$ cat config.mk
export PLATFORM = sky130hd
export DESIGN_NAME = can_rx_top
export DESIGN_NICKNAME = d
export VERILOG_FILES = /design/src/source/can_rx_pkg.sv /design/src/source/can_bit_destuffer.sv /design/src/source/can_crc_check.sv /design/src/source/can_frame_decoder.sv /design/src/source/can_field_capture.sv /design/src/source/can_rx_top.sv
export VERILOG_INCLUDE_DIRS = /design/src /design/src/source
export SDC_FILE = /design/constraint.sdc
export NUM_CORES = 1
export LEC_CHECK = 0
export BUFFER_PORTS_ARGS = -buffer_cell sky130_fd_sc_hd__buf_2
export CAP_MARGIN = 20
export CORE_MARGIN = 5
export CORE_UTILIZATION = 52
export CTS_CLUSTER_DIAMETER = 40
export DETAILED_ROUTE_END_ITERATION = 8
export PLACE_DENSITY = 0.89
export SLEW_MARGIN = 10
export SYNTH_ARGS = -nofsm -noshare
export SYNTH_HDL_FRONTEND = slang
export SYNTH_SLANG_ARGS = --single-unit
$ cat constraint.sdc
create_clock -name clock -period 6 [get_ports clock]
set_input_delay 1.8 -clock clock [delete_from_list [all_inputs] [get_ports clock]]
set_output_delay 1.8 -clock clock [all_outputs]
set_load 0.02 [all_outputs]
$ cat src/source/can_rx_macros.svh
`ifndef CAN_RX_MACROS_SVH
`define CAN_RX_MACROS_SVH

// ==============================
// Frame field lengths
// ==============================
`define CAN_ID_A_BITS          11  // Base identifier
`define CAN_ID_B_BITS          18  // Identifier extension
`define CAN_DLC_BITS           4
`define CAN_MAX_DATA_BYTES     8   // DLC 9..15 clamps here
`define CAN_DATA_BITS          64  // 8 bytes max
`define CAN_CRC_BITS           15
`define CAN_CRC_POLY           15'h4599  // x^15+x^14+x^10+x^8+x^7+x^4+x^3+1

// ==============================
// Bit-level timing of the frame tail
// ==============================
`define CAN_STUFF_RUN          5   // Equal bits before a stuff bit
`define CAN_EOF_BITS           7
`define CAN_INTERMISSION_BITS  3   // Dominant on last bit means SOF
`define CAN_RECOVERY_BITS      8   // Recessive run to leave recovery

`endif

$ cat src/source/can_rx_pkg.sv
`default_nettype none

package can_rx_pkg;

	// Decoder state, one per frame field
	// Order matters, range checks use id_a..data and id_a..crc_delim
	typedef enum logic [4:0] {
		st_idle,          // Bus idle, waiting for SOF
		st_id_a,          // 11 bit base id
		st_rtr_srr,       // RTR in base frame, SRR in extended
		st_ide,
		st_id_b,          // 18 bit extension
		st_rtr,           // Extended frame RTR
		st_reserved1,
		st_reserved0,
		st_dlc,
		st_data,
		st_crc,
		st_crc_delim,     // Last bit that may be a stuff bit
		st_ack_slot,
		st_ack_delim,
		st_eof,
		st_intermission,
		st_recovery       // After any error
	} can_state_e;

	// Reported with the frame_error pulse
	typedef enum logic [2:0] {
		err_none,
		err_stuff,        // Sixth equal bit
		err_form,         // Fixed-form field violated
		err_crc,          // Mismatch seen at ACK delimiter
		err_ack           // No dominant ACK slot
	} can_error_e;

endpackage

`default_nettype wire

$ cat src/source/can_bit_destuffer.sv
`timescale 1ns/1ns
`default_nettype none

`include "can_rx_macros.svh"

module can_bit_destuffer (
	input  wire  clock,
	input  wire  reset,
	input  wire  rx_bit,
	input  wire  sample_point,
	input  wire  stuff_region,   // From decoder, id_a..crc_delim
	output logic stuff_bit,      // Drop this bit
	output logic stuff_error     // Sixth equal bit
);

	// ==============================
	// Bit history
	// ==============================

	// Alternating preset so no run exists after reset
	localparam logic [2*`CAN_STUFF_RUN-1:0] alt_pattern = {`CAN_STUFF_RUN{2'b10}};

	logic [`CAN_STUFF_RUN-1:0] history;  // Newest bit in LSB
	logic run_low;                       // Last five dominant
	logic run_high;                      // Last five recessive

	// Every sampled bit goes in, stuff bits included
	// A stuff bit starts the next run in CAN
	always_ff @(posedge clock or posedge reset)
	begin
		if (reset)
		begin
			history <= alt_pattern[`CAN_STUFF_RUN-1:0];
		end
		else if (sample_point)
		begin
			history <= {history[`CAN_STUFF_RUN-2:0], rx_bit};
		end
	end

	// ==============================
	// Stuff decision
	// ==============================

	assign run_low  = (history == '0);
	assign run_high = &history;

	// Opposite polarity after a run is the inserted bit
	assign stuff_bit = sample_point & stuff_region &
		((run_low & rx_bit) | (run_high & ~rx_bit));

	// Same polarity again breaks the stuffing rule
	assign stuff_error = sample_point & stuff_region &
		((run_low & ~rx_bit) | (run_high & rx_bit));

endmodule

`default_nettype wire

$ cat src/source/can_crc_check.sv
`timescale 1ns/1ns
`default_nettype none

`include "can_rx_macros.svh"

module can_crc_check
	import can_rx_pkg::*;
(
	input  wire        clock,
	input  wire        reset,
	input  wire        rx_bit,
	input  wire        bit_take,     // Sample without stuff bit
	input  can_state_e state,
	input  wire        frame_start,
	output logic       crc_match     // Level, read at ACK delimiter
);

	localparam logic [`CAN_CRC_BITS-1:0] crc_poly = `CAN_CRC_POLY;

	logic [`CAN_CRC_BITS-1:0] crc_calc;   // Running LFSR
	logic [`CAN_CRC_BITS-1:0] crc_rx;     // CRC field as received
	logic feedback;

	assign feedback = rx_bit ^ crc_calc[`CAN_CRC_BITS-1];

	// SOF is dominant, so skipping it leaves a zero LFSR unchanged
	always_ff @(posedge clock or posedge reset)
	begin
		if (reset)
		begin
			crc_calc <= '0;
			crc_rx   <= '0;
		end
		else if (frame_start)
		begin
			crc_calc <= '0;
			crc_rx   <= '0;
		end
		else if (bit_take && (state inside {[st_id_a:st_data]}))
		begin
			crc_calc <= {crc_calc[`CAN_CRC_BITS-2:0], 1'b0} ^ (crc_poly & {`CAN_CRC_BITS{feedback}});
		end
		else if (bit_take && (state == st_crc))
		begin
			crc_rx <= {crc_rx[`CAN_CRC_BITS-2:0], rx_bit};  // MSB first
		end
	end

	assign crc_match = (crc_calc == crc_rx);

endmodule

`default_nettype wire

$ cat src/source/can_frame_decoder.sv
`timescale 1ns/1ns
`default_nettype none

`include "can_rx_macros.svh"

module can_frame_decoder
	import can_rx_pkg::*;
(
	input  wire        clock,
	input  wire        reset,
	input  wire        rx_bit,
	input  wire        sample_point,
	input  wire        stuff_bit,
	input  wire        stuff_error,
	input  wire        crc_match,
	output logic       stuff_region,
	output logic       bit_take,
	output logic       frame_start,
	output can_state_e state,
	output logic       ide,
	output logic       rtr,
	output logic [`CAN_DLC_BITS-1:0] dlc,
	output logic       frame_valid,
	output logic       frame_error,
	output can_error_e error_kind
);

	// ==============================
	// Field lengths as counter values
	// ==============================
	localparam int cnt_w = $clog2(`CAN_DATA_BITS);  // Data is the longest field
	localparam logic [cnt_w-1:0] id_a_last     = `CAN_ID_A_BITS - 1;
	localparam logic [cnt_w-1:0] id_b_last     = `CAN_ID_B_BITS - 1;
	localparam logic [cnt_w-1:0] dlc_last      = `CAN_DLC_BITS - 1;
	localparam logic [cnt_w-1:0] crc_last      = `CAN_CRC_BITS - 1;
	localparam logic [cnt_w-1:0] eof_last      = `CAN_EOF_BITS - 1;
	localparam logic [cnt_w-1:0] inter_last    = `CAN_INTERMISSION_BITS - 1;
	localparam logic [cnt_w-1:0] recovery_last = `CAN_RECOVERY_BITS - 1;
	localparam logic [`CAN_DLC_BITS-1:0] dlc_max = `CAN_MAX_DATA_BYTES;

	logic [cnt_w-1:0] bit_cnt;              // Shared by all multi-bit fields
	logic rtr_srr;                          // Held until IDE says which it is
	logic [`CAN_DLC_BITS-1:0] dlc_next;
	logic data_end;                         // Last bit of last byte
	can_error_e err;                        // Error seen in this sample

	assign stuff_region = (state inside {[st_id_a:st_crc_delim]});
	assign bit_take     = sample_point & ~stuff_bit;
	assign dlc_next     = {dlc[`CAN_DLC_BITS-2:0], rx_bit};
	assign data_end     = ({1'b0, bit_cnt} == ({dlc, 3'b000} - 7'd1));  // 8 bits per byte

	// SOF from idle, or dominant on the last intermission bit
	assign frame_start = sample_point & ~rx_bit &
		((state == st_idle) | ((state == st_intermission) & (bit_cnt == inter_last)));

	// ==============================
	// Error detection
	// ==============================
	always_comb
	begin
		err = err_none;
		if (sample_point)
		begin
			if (stuff_error)
				err = err_stuff;
			else if (!stuff_bit)
			begin
				case (state)
					st_ide:          if (rx_bit && !rtr_srr) err = err_form;  // SRR dominant
					st_crc_delim:    if (!rx_bit) err = err_form;
					st_ack_slot:     if (rx_bit) err = err_ack;                // Nobody acked
					st_ack_delim:
					begin
						if (!crc_match)
							err = err_crc;     // CRC wins over delimiter
						else if (!rx_bit)
							err = err_form;
					end
					st_eof:          if (!rx_bit) err = err_form;
					st_intermission: if (!rx_bit && (bit_cnt != inter_last)) err = err_form;
					default:         err = err_none;
				endcase
			end
		end
	end

	// ==============================
	// Frame state machine
	// ==============================
	always_ff @(posedge clock or posedge reset)
	begin
		if (reset)
		begin
			state       <= st_idle;
			bit_cnt     <= '0;
			rtr_srr     <= 1'b0;
			ide         <= 1'b0;
			rtr         <= 1'b0;
			dlc         <= '0;
			frame_valid <= 1'b0;
			frame_error <= 1'b0;
			error_kind  <= err_none;
		end
		else
		begin
			// Pulses last one clock
			frame_valid <= 1'b0;
			frame_error <= 1'b0;
			error_kind  <= err_none;

			if (err != err_none)
			begin
				frame_error <= 1'b1;
				error_kind  <= err;
				state       <= st_recovery;
				bit_cnt     <= '0;
			end
			else if (frame_start)
			begin
				state   <= st_id_a;
				bit_cnt <= '0;
				ide     <= 1'b0;
				rtr     <= 1'b0;
				dlc     <= '0;
			end
			else if (bit_take)
			begin
				case (state)
					st_id_a:
					begin
						bit_cnt <= (bit_cnt == id_a_last) ? '0 : bit_cnt + 1'b1;
						if (bit_cnt == id_a_last)
							state <= st_rtr_srr;
					end
					st_rtr_srr:
					begin
						rtr_srr <= rx_bit;
						state   <= st_ide;
					end
					st_ide:
					begin
						ide <= rx_bit;
						if (rx_bit)
							state <= st_id_b;  // Extended, SRR already checked
						else
						begin
							rtr   <= rtr_srr;  // Base frame RTR
							state <= st_reserved0;
						end
					end
					st_id_b:
					begin
						bit_cnt <= (bit_cnt == id_b_last) ? '0 : bit_cnt + 1'b1;
						if (bit_cnt == id_b_last)
							state <= st_rtr;
					end
					st_rtr:
					begin
						rtr   <= rx_bit;
						state <= st_reserved1;
					end
					st_reserved1: state <= st_reserved0;
					st_reserved0: state <= st_dlc;
					st_dlc:
					begin
						if (bit_cnt == dlc_last)
						begin
							dlc     <= dlc_next[`CAN_DLC_BITS-1] ? dlc_max : dlc_next;  // 9..15 -> 8
							bit_cnt <= '0;
							state   <= ((dlc_next == '0) || rtr) ? st_crc : st_data;
						end
						else
						begin
							dlc     <= dlc_next;
							bit_cnt <= bit_cnt + 1'b1;
						end
					end
					st_data:
					begin
						bit_cnt <= data_end ? '0 : bit_cnt + 1'b1;
						if (data_end)
							state <= st_crc;
					end
					st_crc:
					begin
						bit_cnt <= (bit_cnt == crc_last) ? '0 : bit_cnt + 1'b1;
						if (bit_cnt == crc_last)
							state <= st_crc_delim;
					end
					st_crc_delim: state <= st_ack_slot;
					st_ack_slot:  state <= st_ack_delim;
					st_ack_delim:
					begin
						state   <= st_eof;
						bit_cnt <= '0;
					end
					st_eof:
					begin
						bit_cnt <= (bit_cnt == eof_last) ? '0 : bit_cnt + 1'b1;
						if (bit_cnt == eof_last)
						begin
							frame_valid <= 1'b1;  // Fields stay put until next SOF
							state       <= st_intermission;
						end
					end
					st_intermission:
					begin
						bit_cnt <= (bit_cnt == inter_last) ? '0 : bit_cnt + 1'b1;
						if (bit_cnt == inter_last)
							state <= st_idle;
					end
					st_recovery:
					begin
						if (!rx_bit)
							bit_cnt <= '0;      // Dominant restarts the count
						else if (bit_cnt == recovery_last)
						begin
							bit_cnt <= '0;
							state   <= st_idle;
						end
						else
							bit_cnt <= bit_cnt + 1'b1;
					end
					st_idle: state <= st_idle;  // Recessive bus
					default: state <= st_idle;
				endcase
			end
		end
	end

endmodule

`default_nettype wire

$ cat src/source/can_field_capture.sv
`timescale 1ns/1ns
`default_nettype none

`include "can_rx_macros.svh"

module can_field_capture
	import can_rx_pkg::*;
(
	input  wire        clock,
	input  wire        reset,
	input  wire        rx_bit,
	input  wire        bit_take,     // Destuffed sample
	input  can_state_e state,
	input  wire        frame_start,  // Clears all fields
	output logic [`CAN_ID_A_BITS-1:0] id_a,
	output logic [`CAN_ID_B_BITS-1:0] id_b,
	output logic [`CAN_DATA_BITS-1:0] data
);

	// ==============================
	// Identifier
	// ==============================

	// Both id parts arrive MSB first
	always_ff @(posedge clock or posedge reset)
	begin
		if (reset)
		begin
			id_a <= '0;
			id_b <= '0;
		end
		else if (frame_start)
		begin
			id_a <= '0;
			id_b <= '0;  // Stays zero in base frames
		end
		else if (bit_take)
		begin
			if (state == st_id_a)
				id_a <= {id_a[`CAN_ID_A_BITS-2:0], rx_bit};
			if (state == st_id_b)
				id_b <= {id_b[`CAN_ID_B_BITS-2:0], rx_bit};
		end
	end

	// ==============================
	// Data bytes
	// ==============================

	// First byte ends up highest among the received ones
	// Short frames leave the upper bits zero
	always_ff @(posedge clock or posedge reset)
	begin
		if (reset)
		begin
			data <= '0;
		end
		else if (frame_start)
		begin
			data <= '0;
		end
		else if (bit_take && (state == st_data))
		begin
			data <= {data[`CAN_DATA_BITS-2:0], rx_bit};  // Last bit in LSB
		end
	end

	// Remote frames and DLC 0 never enter data, so data reads zero

endmodule

`default_nettype wire

$ cat src/source/can_rx_top.sv
`timescale 1ns/1ns
`default_nettype none

`include "can_rx_macros.svh"

module can_rx_top
	import can_rx_pkg::*;
(
	input  wire        clock,
	input  wire        reset,
	input  wire        rx_bit,
	input  wire        sample_point,
	output logic       frame_valid,
	output logic       frame_error,
	output can_error_e error_kind,
	output logic [`CAN_ID_A_BITS-1:0] id_a,
	output logic [`CAN_ID_B_BITS-1:0] id_b,
	output logic       ide,
	output logic       rtr,
	output logic [`CAN_DLC_BITS-1:0]  dlc,
	output logic [`CAN_DATA_BITS-1:0] data
);

	logic       stuff_region;
	logic       stuff_bit;
	logic       stuff_error;
	logic       bit_take;     // Sample minus stuff bits
	logic       frame_start;
	logic       crc_match;
	can_state_e state;

	// Decode
	can_bit_destuffer u_destuffer (
		.clock(clock), .reset(reset), .rx_bit(rx_bit), .sample_point(sample_point),
		.stuff_region(stuff_region), .stuff_bit(stuff_bit), .stuff_error(stuff_error)
	);

	can_frame_decoder u_decoder (
		.clock(clock), .reset(reset), .rx_bit(rx_bit), .sample_point(sample_point),
		.stuff_bit(stuff_bit), .stuff_error(stuff_error), .crc_match(crc_match),
		.stuff_region(stuff_region), .bit_take(bit_take), .frame_start(frame_start),
		.state(state), .ide(ide), .rtr(rtr), .dlc(dlc),
		.frame_valid(frame_valid), .frame_error(frame_error), .error_kind(error_kind)
	);

	// Execute
	can_crc_check u_crc (
		.clock(clock), .reset(reset), .rx_bit(rx_bit), .bit_take(bit_take),
		.state(state), .frame_start(frame_start), .crc_match(crc_match)
	);

	// Result
	can_field_capture u_capture (
		.clock(clock), .reset(reset), .rx_bit(rx_bit), .bit_take(bit_take),
		.state(state), .frame_start(frame_start), .id_a(id_a), .id_b(id_b), .data(data)
	);

endmodule

`default_nettype wire

# == Word level (Yosys, flattened, before mapping) ==
# Cells that the tools add are included.
# word_totals
reg_bits,151
input_bits,4
output_inout_bits,104
# classes
add_sub_neg,2
n_lt_le_gt_ge,3
n_eq_ne,37
mux,69
bitwise,20
n_reduce_logical,36
# ops
op,count
64-bit 2-to-1 mux,2
5-bit one-hot mux with 16 select lines,1
15-bit 2-to-1 mux,5
6-bit 2-to-1 mux,12
5-bit 2-to-1 mux,12
18-bit 2-to-1 mux,3
6-bit one-hot mux with 9 select lines,1
"5-bit by 4-bit equality test with 1-bit output, second input constant",8
11-bit 2-to-1 mux,3
"5-bit by 3-bit equality test with 1-bit output, second input constant",4
4-bit 2-to-1 mux,5
"4-bit != test, second input constant",5
3-bit 2-to-1 mux,6
2-bit nonzero test,8
15-bit equality test,1
3-bit one-hot mux with 5 select lines,1
15-bit XOR,1
"6-bit by 2-bit equality test with 1-bit output, second input constant",2
"6-bit by 3-bit equality test with 1-bit output, second input constant",2
"6-bit by 4-bit equality test with 1-bit output, second input constant",2
1-bit 2-to-1 mux,12
"4-bit by 2-bit != test with 1-bit output, second input constant",3
1-bit AND,11
11-bit nonzero test,1
other kinds (30),56

# == Longest topological paths before layout ==
# logic_depth
ltp_word,10
ltp_mapped,11
mapped_depth_nobuf,9

# == Modules after synthesis ==
# From an unflattened synthesis, not the netlist that was laid out.
# hier_totals
hier_cells,737
area_unflattened_um2,7941.4
# modules_own_cells
module,n_inst,cells_per_inst,area_each_um2
can_field_capture,1,307,4036.4
can_frame_decoder,1,234,1931.9
can_crc_check,1,174,1720.4
can_bit_destuffer,1,22,252.7

# == Worst setup path after synthesis ==
# Ideal clock, no wire load.
# synth_path
path_type,input-to-reg
from,in rx_bit
to,reg u_decoder.ide
setup_time_ns,0.128
arrival_ns,3.518
t_required_ns,5.872
path_slack_ns,2.355
stages,8
path_buffers,2
path_cell_list,buf_2 inv_1 clkbuf_1 and4_4 o311a_1 a211oi_4 nand3_1 mux2_1
# synth_via
elab_chain_len,10
# synth_lines
element,line_no,rtl
"start, declared",can_rx_top.sv:11,"input wire rx_bit,"
1-bit logical NOT / 1-bit NOT (equally long branches),--,
1-bit logical AND / 1-bit AND (equally long branches),"can_frame_decoder.sv:80, can_bit_destuffer.sv:50",
2-bit 2-to-1 mux / 1-bit OR (equally long branches),"can_frame_decoder.sv:80, can_bit_destuffer.sv:50",
3-bit one-hot mux with 5 select lines / 1-bit AND (equally long branches),"can_frame_decoder.sv:68, can_bit_destuffer.sv:49",
3-bit 2-to-1 mux,can_frame_decoder.sv:66,else if (!stuff_bit)
3-bit 2-to-1 mux,can_frame_decoder.sv:64,if (stuff_error)
3-bit 2-to-1 mux,can_frame_decoder.sv:62,if (sample_point)
3-bit nonzero test,can_frame_decoder.sv:111,if (err != err_none)
1-bit NOT (no source line),--,
3-bit AND reduction (no source line),--,
"end signal, assigned",can_frame_decoder.sv:142,ide <= rx_bit;
"end, declared",can_frame_decoder.sv:20,"output logic ide,"
# Parallel ways exist; a longest one is shown, timed or not. The select of a mux whose other input is x is not followed.
# A chain may end at the register's enable or synchronous reset.

# == Worst setup path in the final report ==
# layout_path
from,in sample_point
to,reg u_capture.data[48]
# layout_via
elab_chain_len,6
# layout_lines
element,line_no,rtl
"start, declared",can_rx_top.sv:12,"input wire sample_point,"
1-bit AND (2 in series),can_bit_destuffer.sv:49,assign stuff_bit = sample_point & stuff_region &
1-bit NOT,can_frame_decoder.sv:48,assign bit_take = sample_point & ~stuff_bit;
1-bit AND,can_frame_decoder.sv:48,
1-bit logical AND,can_field_capture.sv:62,else if (bit_take && (state == st_data))
2-bit nonzero test (no source line),--,
"end signal, assigned",can_field_capture.sv:64,"data <= {data[`CAN_DATA_BITS-2:0], rx_bit};"
"end, declared",can_field_capture.sv:17,output logic [`CAN_DATA_BITS-1:0] data
# Parallel ways exist; a longest one is shown, timed or not.

==> results.json <==
{
  "outcome": "finished clean",
  "mostFrequentLayoutCells": "nand2_1 (193), dfrtp_1 (149), buf_2 (107)",
  "path_max_fanout": 39,
  "fmax_mhz": 226,
  "synth_nets": 770,
  "cts_tree": "built",
  "hold_viol": 0,
  "post_drt_wl_per_cell_um": 16.3,
  "startpoint_type": "input pin",
  "combPwrFrac_pct": 26.9,
  "holdBufCountCts": 0,
  "pin_count": 108,
  "seq_area_frac_synth_pct": 53.1,
  "start_util_pct": 53.3,
  "num_vias": 5811,
  "synthCells": 762,
  "yosysWarningCount": 0,
  "synthAdderAreaFrac_pct": 0.703,
  "sequentialPowerShare_pct": 39.0,
  "p_int_mw": 2.29,
  "synthMuxAreaShare_pct": 4.92,
  "layout.cells.non_filler": 1031,
  "endpoint_kind": "register",
  "grt_use_total_pct": 21.3,
  "die_w_um": 127,
  "final_util_pct": 62.9,
  "cts_root_buf": "clkbuf_16",
  "final_common_cell": "nand2_1",
  "slew_headroom_pct": 34.1,
  "portBuffers": 107,
  "antenna_cells": 0,
  "numCtsBuffers": 17,
  "wl_um": 16800,
  "post_cts.repair.setup_buffers": 0,
  "min_period_ns": 4.43,
  "grt_pass1_vias": 5640,
  "synth_compound_area_share_pct": 13.0,
  "synth_top_flop_cell": "dfrtp_1",
  "synth_top_family_by_area": "simple AND/OR/NAND/NOR gates",
  "cts_sinks": 151,
  "initialDrtViolationCount": 555,
  "cp_data_required_time_ns": 6.25,
  "maxCapViolations": 0,
  "rows": 42,
  "grt_pass1_wl_um": 28100,
  "place_inst": 995,
  "finClkSkew_ns": 0.00701,
  "via_per_inst": 5.64,
  "synth_edf_count": 0,
  "final_net_count": 850,
  "slew_violations": 0,
  "fillers": 1088,
  "hp-class": "reg2reg",
  "area_growth_pct": 18.0,
  "peakVddDrop_uv": 212,
  "p_clk_share_pct": 34.1,
  "crit_arrival_ns": 4.68,
  "postCtsResizedCells": 0,
  "clock_path_buffers": 2,
  "path_class": "in2reg",
  "tightest_slew_ns": 0.989,
  "synth_cell_type_count": 64,
  "fp.coreArea_um2": 13300,
  "setup_tns_ns": 0,
  "overflow": 0,
  "dieArea_um2": 16100,
  "post-route-period-util_pct": 73.8,
  "gp_congestion": 0.923,
  "clk_latency_ns": 0.42,
  "h-tree-depth": 4,
  "setup_violations": 0,
  "drc": 0,
  "synth_area_um2": 7120,
  "multiInputGateArea_um2": 3060,
  "switching_power_mw": 1.21,
  "antenna_found_initial": 0,
  "firstDrtPassIters": 5,
  "swShare_pct": 34.5,
  "synth_seq_cells": 151,
  "hpwl_um": 10500,
  "post_route_cells_drive_above_1_share_pct": 19.8,
  "pwr_density_cell_nw_per_um2": 417,
  "r2r_slack_ns": 2.21,
  "p_total_mw": 3.50,
  "regArea_um2": 3780,
  "die_h_um": 127,
  "rsz0062_at_grt": "no",
  "synth-xor-area-share_pct": 3.57,
  "synthArstFlopShare_pct": 100,
  "avgSynthCellArea_um2": 9.34,
  "synth-simple-area-share_pct": 20.7,
  "grt_max_degree": 123,
  "power.leakage_nw": 4.23,
  "clk_pin_slew_ns": 0.06,
  "timing.hold.ws_ns": 0.481,
  "antenna_left": 0
}
power by group through the flow:
stage          clock network (mW)  registers (mW)  logic (mW)
2_1_floorplan                   0            1.34       0.721
6_report                     1.19            1.37       0.940
5_1_grt                      1.25            1.39        1.05
3_3_place_gp                    0            1.37       0.886
3_5_place_dp                    0            1.38       0.911
4_1_cts                      1.21            1.36       0.929
through the flow:
stage / setup slack, ns / cell area (um^2)
final: 1.57 / 8400
after global routing: 1.30 / 8400
after CTS: 1.64 / 8330
after detailed placement: 1.24 / 7670
after global placement: 1.31 / 7670
after floorplan: 0.139 / 7120
layer usage:
layer,GRT usage [%],routed length (um)
met1,27.9,6970
met2,34.8,8480
met3,4.92,932
met4,7.70,412
met5,0,0
flip-flops by register name, summed over array words and instances (netlist names):
| signal | count |
|---|---|
| u_decoder.ide | 1 |
| u_capture.id_a | 11 |
| u_decoder.rtr_srr | 1 |
| u_decoder.rtr | 1 |
| u_decoder.frame_valid | 1 |
| u_decoder.bit_cnt | 6 |
| u_decoder.error_kind | 3 |
| u_capture.id_b | 18 |
| u_crc.crc_calc | 15 |
| u_destuffer.history | 5 |
| u_crc.crc_rx | 15 |
| u_decoder.frame_error | 1 |
| u_decoder.dlc | 4 |
| u_decoder.state | 5 |
| u_capture.data | 64 |
area by class of cell:
class                           instances  share of cell area [%]
Clock inverter                         10                    2.25
Sequential cell                       151                    45.0
Inverter                                9                   0.462
Clock buffer                           22                    5.65
Multi-Input combinational cell        548                    36.5
Tap cell                              176                    2.62
Timing Repair Buffer                  115                    7.54
Yosys cell counts, drive strengths merged, types with 8 or more instances:
cell	count	area (um^2)
mux2i	26	260
o21ai	36	180
inv	9	33.8
a21oi	73	369
dfrtp	149	3730
xor2	13	114
nor3	14	70.1
mux2	8	90.1
nor2	42	158
buf	25	140
xnor2	16	140
clkbuf	29	109
nand2	195	737
nor4	10	83.8
nand3	31	155
critical path, stage by stage:
cell,delay [ns]
buf_2,0.17
nor2b_1,0.21
nand3b_1,0.18
o21bai_1,0.22
and2_1,0.62
nand3_2,0.75
buf_4,0.49
nand2_1,0.12
a21oi_1,0.08
cells by family after synthesis:
family,count (synthesis)
AO/OA/AOI/OAI,149
XOR/XNOR,29
adder cells (fa/ha/maj),4
buffers and inverters,63
flip-flops,151
multiplexers,34
AND/OR/NAND/NOR,332
final timing paths:
path | startpoint | endpoint | depth (start not counted)
worst max-delay path | sample_point | u_capture.data[48] | 9
worst min-delay path | u_capture.id_b[17] | u_capture.id_b[17] | 2
worst max register to register | u_decoder.state[1] | u_capture.data[48] | 8
worst min register to register | u_capture.id_b[17] | u_capture.id_b[17] | 2
max in group asynchronous | reset | u_capture.data[58] | 4
min in group asynchronous | reset | u_capture.data[63] | 2
No activity file was read; power rests on OpenSTA's default activity.
